==> src/rtl/quant_pkg.sv <==
// Shared widths for the Cr quantizer; multipliers are 4096/Q in 1..4096, one APB word per entry
package quant_pkg;

    // ----------------------------------------
    // Datapath widths
    // ----------------------------------------

    // Signed DCT coefficient in and quantized coefficient out
    localparam int COEF_W = 11;

    // Unsigned reciprocal multiplier, scaled by 2^FRAC_BITS
    localparam int MULT_W = 13;

    // Signed product, wide enough for -1024 * 4096
    localparam int PROD_W = 24;

    localparam int FRAC_BITS = 12;

    // Multiplier for a quantization step of 1
    localparam int MULT_ONE = 4096;

    // ----------------------------------------
    // Block layout
    // ----------------------------------------

    localparam int BLOCK_SIZE = 64;
    localparam int IDX_W = 6;

    // ----------------------------------------
    // APB register map
    // ----------------------------------------

    localparam int APB_ADDR_W = 8;
    localparam int APB_DATA_W = 32;

    // Entries sit on word boundaries, so the index starts at address bit 2
    localparam int APB_IDX_LSB = 2;

endpackage

==> src/rtl/cr_quantizer.sv <==
// Cr quantizer top; table must be loaded over APB before streaming if steps other than 1 are wanted
module cr_quantizer
    import quant_pkg::*;
(
    input  logic                     clk,
    input  logic                     rst,

    // APB configuration port
    input  logic                     psel,
    input  logic                     penable,
    input  logic                     pwrite,
    input  logic [APB_ADDR_W-1:0]    paddr,
    input  logic [APB_DATA_W-1:0]    pwdata,
    output logic [APB_DATA_W-1:0]    prdata,
    output logic                     pready,
    output logic                     pslverr,

    // Coefficient stream in
    input  logic                     in_valid,
    input  logic signed [COEF_W-1:0] in_coef,
    input  logic [IDX_W-1:0]         in_index,

    // Quantized stream out
    output logic                     out_valid,
    output logic signed [COEF_W-1:0] out_coef,
    output logic [IDX_W-1:0]         out_index
);

    logic [IDX_W-1:0]  lookup_index;
    logic [MULT_W-1:0] lookup_mult;

    // ----------------------------------------
    // Reciprocal table
    // ----------------------------------------

    quant_table_regs u_table (
        .clk          (clk),
        .rst          (rst),
        .psel         (psel),
        .penable      (penable),
        .pwrite       (pwrite),
        .paddr        (paddr),
        .pwdata       (pwdata),
        .prdata       (prdata),
        .pready       (pready),
        .pslverr      (pslverr),
        .lookup_index (lookup_index),
        .lookup_mult  (lookup_mult)
    );

    // ----------------------------------------
    // Datapath
    // ----------------------------------------

    quant_pipeline u_pipeline (
        .clk          (clk),
        .rst          (rst),
        .in_valid     (in_valid),
        .in_coef      (in_coef),
        .in_index     (in_index),
        .lookup_index (lookup_index),
        .lookup_mult  (lookup_mult),
        .out_valid    (out_valid),
        .out_coef     (out_coef),
        .out_index    (out_index)
    );

endmodule

==> src/rtl/quant_pipeline.sv <==
// Four-cycle quantizer datapath with no back-pressure; uses the table entry present when stage 1 holds the item
module quant_pipeline
    import quant_pkg::*;
(
    input  logic                     clk,
    input  logic                     rst,

    // Coefficient stream in, one per cycle
    input  logic                     in_valid,
    input  logic signed [COEF_W-1:0] in_coef,
    input  logic [IDX_W-1:0]         in_index,

    // Table lookup for the stage 1 position
    output logic [IDX_W-1:0]         lookup_index,
    input  logic [MULT_W-1:0]        lookup_mult,

    // Quantized stream out
    output logic                     out_valid,
    output logic signed [COEF_W-1:0] out_coef,
    output logic [IDX_W-1:0]         out_index
);

    logic                     s1_valid;
    logic signed [PROD_W-1:0] s1_coef;
    logic [IDX_W-1:0]         s1_index;

    logic                     s2_valid;
    logic signed [PROD_W-1:0] s2_prod;
    logic [IDX_W-1:0]         s2_index;

    logic                     s3_valid;
    logic signed [PROD_W-1:0] s3_prod;
    logic [IDX_W-1:0]         s3_index;

    logic signed [PROD_W-1:0] mult_ext;
    logic signed [PROD_W-1:0] s3_shift;
    logic signed [PROD_W-1:0] s3_round;

    // ----------------------------------------
    // Valid chain
    // ----------------------------------------

    always_ff @(posedge clk or posedge rst) begin
        if (rst) begin
            s1_valid  <= 1'b0;
            s2_valid  <= 1'b0;
            s3_valid  <= 1'b0;
            out_valid <= 1'b0;
        end else begin
            s1_valid  <= in_valid;
            s2_valid  <= s1_valid;
            s3_valid  <= s2_valid;
            out_valid <= s3_valid;
        end
    end

    // ----------------------------------------
    // Stage 1 and 2: sign extend, multiply
    // ----------------------------------------

    // Multiplier is unsigned, so it goes in with a zero top bit
    assign mult_ext     = $signed({{(PROD_W - MULT_W){1'b0}}, lookup_mult});
    assign lookup_index = s1_index;

    always_ff @(posedge clk or posedge rst) begin
        if (rst) begin
            s1_coef  <= '0;
            s1_index <= '0;
            s2_prod  <= '0;
            s2_index <= '0;
        end else begin
            if (in_valid) begin
                s1_coef  <= {{(PROD_W - COEF_W){in_coef[COEF_W-1]}}, in_coef};
                s1_index <= in_index;
            end
            // |coef * mult| stays within 2^22, so the 24-bit product never wraps
            if (s1_valid) begin
                s2_prod  <= s1_coef * mult_ext;
                s2_index <= s1_index;
            end
        end
    end

    // ----------------------------------------
    // Stage 3 and 4: hold product, round
    // ----------------------------------------

    // Arithmetic shift kept on its own so the rounding add cannot turn it logical
    assign s3_shift = s3_prod >>> FRAC_BITS;
    assign s3_round = s3_shift + {{(PROD_W - 1){1'b0}}, s3_prod[FRAC_BITS-1]};

    always_ff @(posedge clk or posedge rst) begin
        if (rst) begin
            s3_prod   <= '0;
            s3_index  <= '0;
            out_coef  <= '0;
            out_index <= '0;
        end else begin
            if (s2_valid) begin
                s3_prod  <= s2_prod;
                s3_index <= s2_index;
            end
            // Outputs hold their last values across gaps
            if (s3_valid) begin
                out_coef  <= s3_round[COEF_W-1:0];
                out_index <= s3_index;
            end
        end
    end

    // ----------------------------------------
    // Checks
    // ----------------------------------------

    // Latency through all four stages is fixed at four cycles
    a_latency_four : assert property (
        @(posedge clk) disable iff (rst)
        out_valid == $past(in_valid, 4)
    ) else $error("out_valid does not follow in_valid by four cycles");

endmodule

==> src/rtl/quant_table_regs.sv <==
// APB slave with zero wait states; writes of 0 or above 4096 are dropped with pslverr, paddr[1:0] ignored
module quant_table_regs
    import quant_pkg::*;
(
    input  logic                  clk,
    input  logic                  rst,

    // APB slave
    input  logic                  psel,
    input  logic                  penable,
    input  logic                  pwrite,
    input  logic [APB_ADDR_W-1:0] paddr,
    input  logic [APB_DATA_W-1:0] pwdata,
    output logic [APB_DATA_W-1:0] prdata,
    output logic                  pready,
    output logic                  pslverr,

    // Lookup port for the pipeline
    input  logic [IDX_W-1:0]      lookup_index,
    output logic [MULT_W-1:0]     lookup_mult
);

    logic [MULT_W-1:0] table_mem [BLOCK_SIZE];

    logic              access;
    logic              wr_access;
    logic              rd_access;
    logic              wr_data_ok;
    logic              wr_en;
    logic [IDX_W-1:0]  apb_idx;

    // ----------------------------------------
    // APB decode
    // ----------------------------------------

    // The access phase of a transfer is the second cycle with psel held
    assign access    = psel && penable;
    assign wr_access = access && pwrite;
    assign rd_access = access && !pwrite;

    assign apb_idx = paddr[APB_IDX_LSB +: IDX_W];

    // A zero multiplier would wipe the coefficient and anything over one step is meaningless
    assign wr_data_ok = (pwdata != '0) && (pwdata <= APB_DATA_W'(MULT_ONE));
    assign wr_en      = wr_access && wr_data_ok;

    assign pready  = 1'b1;
    assign pslverr = wr_access && !wr_data_ok;

    always_comb begin
        prdata = '0;
        if (rd_access) begin
            prdata = {{(APB_DATA_W - MULT_W){1'b0}}, table_mem[apb_idx]};
        end
    end

    // ----------------------------------------
    // Multiplier table
    // ----------------------------------------

    // Every entry comes out of reset as a step of 1, so an unprogrammed table passes data through
    always_ff @(posedge clk or posedge rst) begin
        if (rst) begin
            for (int i = 0; i < BLOCK_SIZE; i++) begin
                table_mem[i] <= MULT_W'(MULT_ONE);
            end
        end else if (wr_en) begin
            table_mem[apb_idx] <= pwdata[MULT_W-1:0];
        end
    end

    // Combinational read for stage 2 of the pipeline
    assign lookup_mult = table_mem[lookup_index];

    // ----------------------------------------
    // Checks
    // ----------------------------------------

    // The range check on writes keeps every entry nonzero for the multiplier
    a_lookup_nonzero : assert property (
        @(posedge clk) disable iff (rst)
        lookup_mult != '0
    ) else $error("zero multiplier reached the pipeline");

endmodule

==> config.mk <==
export PLATFORM = sky130hd
export DESIGN_NAME = cr_quantizer
export DESIGN_NICKNAME = d
export VERILOG_FILES = /design/src/rtl/quant_pkg.sv /design/src/rtl/cr_quantizer.sv /design/src/rtl/quant_pipeline.sv /design/src/rtl/quant_table_regs.sv
export SDC_FILE = /design/constraint.sdc
export NUM_CORES = 2
export LEC_CHECK = 0
export BUFFER_PORTS_ARGS = -buffer_cell sky130_fd_sc_hd__buf_4
export CAP_MARGIN = 40
export CORE_ASPECT_RATIO = 1.1
export CORE_UTILIZATION = 30
export DETAILED_ROUTE_END_ITERATION = 7
export PLACE_DENSITY_LB_ADDON = 0.2
export SLEW_MARGIN = 25
export SYNTH_ARGS = -nofsm -noshare
export SYNTH_HDL_FRONTEND = slang
export SYNTH_SLANG_ARGS = --single-unit
==> constraint.sdc <==
create_clock -name clk -period 43.2 [get_ports clk]
set_input_delay 8.64 -clock clk [delete_from_list [all_inputs] [get_ports clk]]
set_output_delay 8.64 -clock clk [all_outputs]
set_load 0.01 [all_outputs]
==> run_results.csv <==
group,metric,value,unit
power_and_ir_drop,p_switching,0.000516,W
global_route,grt_overflow_total,0,
clock_network,clockBufferDepth,3,
routing,finalWirelength,180,mm
placement,place_area,53700,µm²
floorplan,die_h,430,µm
setup_path,worstPathCellList,"buf_4 > and3_4 > buf_4 > buf_4 > a22oi_1 > a31oi_1 > nor4_1 > a31oi_1 > buf_4",
global_route,grt_pass1_wl,263,mm
clock_network,cts_buffers,105,
setup_path,cp_slowest_cell,"a31oi_1",
timing,fin_hold_ws,0.482,ns
setup_path,slowest_delay,0.77,ns
timing,worst_pin_slew,0.974,ns
clock_network,post_cts_buffers,0,
floorplan,ioPinCount,115,
timing,period_minus_slack,21.34,ns
routing,postRouteAntennaNets,0,
global_route,antenna_found_initial,6,
flow_run,max_cap_violations,0,
floorplan,rows,156,
routing,via_count,34400,
setup_path,end_kind,"output port",
setup_path,cp-start-kind,"input port",
routing,wire_per_inst,30.1,µm
placement,place_congestion,0.811,
routing,dr.first_iter.drc_count,3076,
clock_network,cts_resized,0,
cells_and_area,fin_cells,5986,
routing,firstDrtPassIters,5,
timing,fin_tns_setup,0,ns
clock_network,cts_tree,"yes",
routing,vias_per_cell,5.75,
timing,fin_crit_sh,0.494,
clock_network,clkLatencyLatePin,0.72,ns
cells_and_area,finalInstanceArea,57300,µm²
cells_and_area,final_layout_size_suffix_gt1_frac,0.435,
timing,clock.fmax,46.9,MHz
logic_synthesis,syn_area,50000,µm²
floorplan,initial_core_util,0.303,
logic_synthesis,syn_area_per_cell,13.5,µm²
logic_synthesis,ys_async_sr_fraction,1.00,
timing,skew,0.0667,ns
clock_network,cts-root-buf,"clkbuf_16",
outcome,status,"finished, final reports clean",
global_route,grt.total_usage,0.215,
timing,maxSlewViolCount,0,
timing,timing.final.hold_violations,0,
floorplan,core_area,165000,µm²
power_and_ir_drop,p_leak,25.7,nW
timing,slew_headroom,0.351,
clock_network,ctsHtreeMaxLevel,3,
setup_path,crit_required,34.56,ns
worst_hold_path,hold_path_class,"flop to flop",
logic_synthesis,synthCells,3715,
setup_path,path_max_fanout,30,
logic_synthesis,ys_seq_area_frac,0.455,
logic_synthesis,ys_seq_elements,906,
setup_path,crit_arrival,12.70,ns
power_and_ir_drop,peakVddDrop,32.9,µV
routing,drcViolationCount,0,
setup_path,critPathKind,"input port to output port",
logic_synthesis,synthDistinctLibCells,56,
clock_network,clkSinkCount,906,
logic_synthesis,synth_edf_count,0,
power_and_ir_drop,pwr-share-seq,0.454,
setup_path,crit_path_frequent_cell,"buf_4",
placement,dp.cells,5782,
cells_and_area,final_nets,3913,
cells_and_area,syn_to_final_growth,14.6,%
placement,io_buffers,92,
power_and_ir_drop,internal_power,0.00143,W
global_route,grt_pass1_vias,35100,
logic_synthesis,ys_warn_count,0,
power_and_ir_drop,power.share.combinational,0.085,
clock_network,cts_hold_buffers,0,
placement,dpl.hpwl,115,mm
power_and_ir_drop,cellPowerDensity,33.9,nW/µm²
floorplan,die_area,168000,µm²
clock_network,cts.reportedPaths.clkPinSlew,0.06,ns
power_and_ir_drop,power.share.clock,0.461,
timing,grt_setup_unrepaired,"false",
floorplan,die_w,391,µm
global_route,grt_max_degree,159,
power_and_ir_drop,p_sw_frac,0.266,
timing,setup_viol,0,
logic_synthesis,synth_ff_type,"dfrtp_1",
power groups by stage:
stage | Combinational (W) | Clock (W) | Sequential, W
final | 0.000166 | 0.000896 | 0.000882
after global routing | 0.000179 | 0.000952 | 0.000884
after CTS | 0.000167 | 0.000916 | 0.000882
after detailed placement | 0.000166 | 0 | 0.000897
after global placement | 0.000161 | 0 | 0.000899
after floorplan | 0.000107 | 0 | 0.000887
per-layer routing:
layer / track usage / wire length [µm] / vias to the layer above
met1: 0.301 / 79100 / 18700
met2: 0.333 / 82800 / 1372
met3: 0.0362 / 11600 / 309
met5: 0 / 42 / -
met4: 0.0753 / 6910 / 8
li1: - / - / 14000
cell usage after synthesis, types with 26 or more instances:
cell type / number / share of area
mux2_2: 884 / 0.20
dfrtp_1: 842 / 0.42
mux4_2: 264 / 0.12
a22oi_1: 252 / 0.038
clkbuf_1: 236 / 0.018
nand2_1: 139 / 0.010
inv_1: 133 / 0.010
fa_1: 97 / 0.039
buf_1: 95 / 0.0071
a31oi_1: 94 / 0.012
a221oi_1: 85 / 0.015
a22o_1: 84 / 0.015
ha_1: 66 / 0.017
dfstp_2: 64 / 0.034
and2_1: 53 / 0.0066
a21oi_1: 41 / 0.0041
nor2_1: 31 / 0.0023
buf_2: 27 / 0.0027
buf_4: 26 / 0.0039
cells by family (layout without fill, tap and decap cells):
group	count (synthesis)	count (layout)	synth area share
AO/OA/AOI/OAI	595	595	0.0890
XOR/XNOR	19	19	0.00333
adder cells (fa/ha/maj)	163	163	0.0553
buffers and inverters	519	557	0.0416
flip-flops	906	906	0.455
multiplexers	1158	1158	0.320
other	2	23	0.000150
AND/OR/NAND/NOR	353	353	0.0358
cells in the final DEF, fill, tap and decap left out, types with 15 or more instances in the layout:
cell type  instances
clkbuf_16        106
conb_1            20
clkinv_2          17
nand3_1           15
nor2b_1           15
nand4_1           25
buf_8             49
a31oi_1           94
buf_12            15
mux4_2           264
a21oi_1           41
and2_1            53
nor4_1            18
nand2_2           16
a221oi_1          85
a22o_1            84
clkbuf_8          21
dfstp_2           64
nor2_1            28
a22oi_1          252
dfrtp_1          838
clkbuf_1          33
inv_1            132
buf_4            156
mux2_2           884
nand2_1          123
ha_1              66
fa_1              97
worst max-delay path, delay by kind of cell:
family	cells	cell delay (ns)
simple gates	2	0.89
compound gates	3	1.45
buf+inv	4	1.66
flip-flops by register name, indices dropped and copies added, names as in the netlist:
signal	cells
u_pipeline.s3_prod	12
u_pipeline.s2_index	6
u_pipeline.out_index	6
u_table.table_mem	832
u_pipeline.s2_valid	1
u_pipeline.s3_index	6
u_pipeline.out_coef	11
u_pipeline.lookup_index	6
u_pipeline.s1_coef	11
u_pipeline.s3_valid	1
u_pipeline.out_valid	1
u_pipeline.s2_prod	12
u_pipeline.s1_valid	1
area by class of cell:
type	count	area, µm²
tap	2212	2770
fill	16100	108000
sequential	906	22800
clock buffer	160	3070
multi-input combinational	2308	25400
clock inverter	31	365
antenna	3	7.51
inverter	135	514
timing repair buffer	231	2450
path summary, 6_finish.rpt:
kind | slack [ns] | start | cells after the start | endpoint
setup / recovery | 21.86 | paddr[4] | 9 | prdata[2]
hold / removal | 0.48 | u_pipeline.s2_prod[14] | 1 | u_pipeline.s2_prod[14]
setup reg to reg | 33.41 | u_pipeline.lookup_index[1] | 24 | u_pipeline.s2_prod[22]
hold reg to reg | 0.48 | u_pipeline.s2_prod[14] | 1 | u_pipeline.s2_prod[14]
max in group asynchronous | 33.26 | rst | 7 | u_table.table_mem[248]
min in group asynchronous | 7.88 | rst | 2 | u_pipeline.s1_coef[4]
through the flow:
stage	util	total power (W)	setup WS (ns)
2_1_floorplan	-	0.000993	9.20
3_3_place_gp	0.319	0.00106	21.97
3_5_place_dp	0.326	0.00106	21.99
4_1_cts	0.346	0.00197	21.99
5_1_grt	0.347	0.00201	21.89
6_report	0.347	0.00194	21.86
Power figures use the tool's default switching activity.
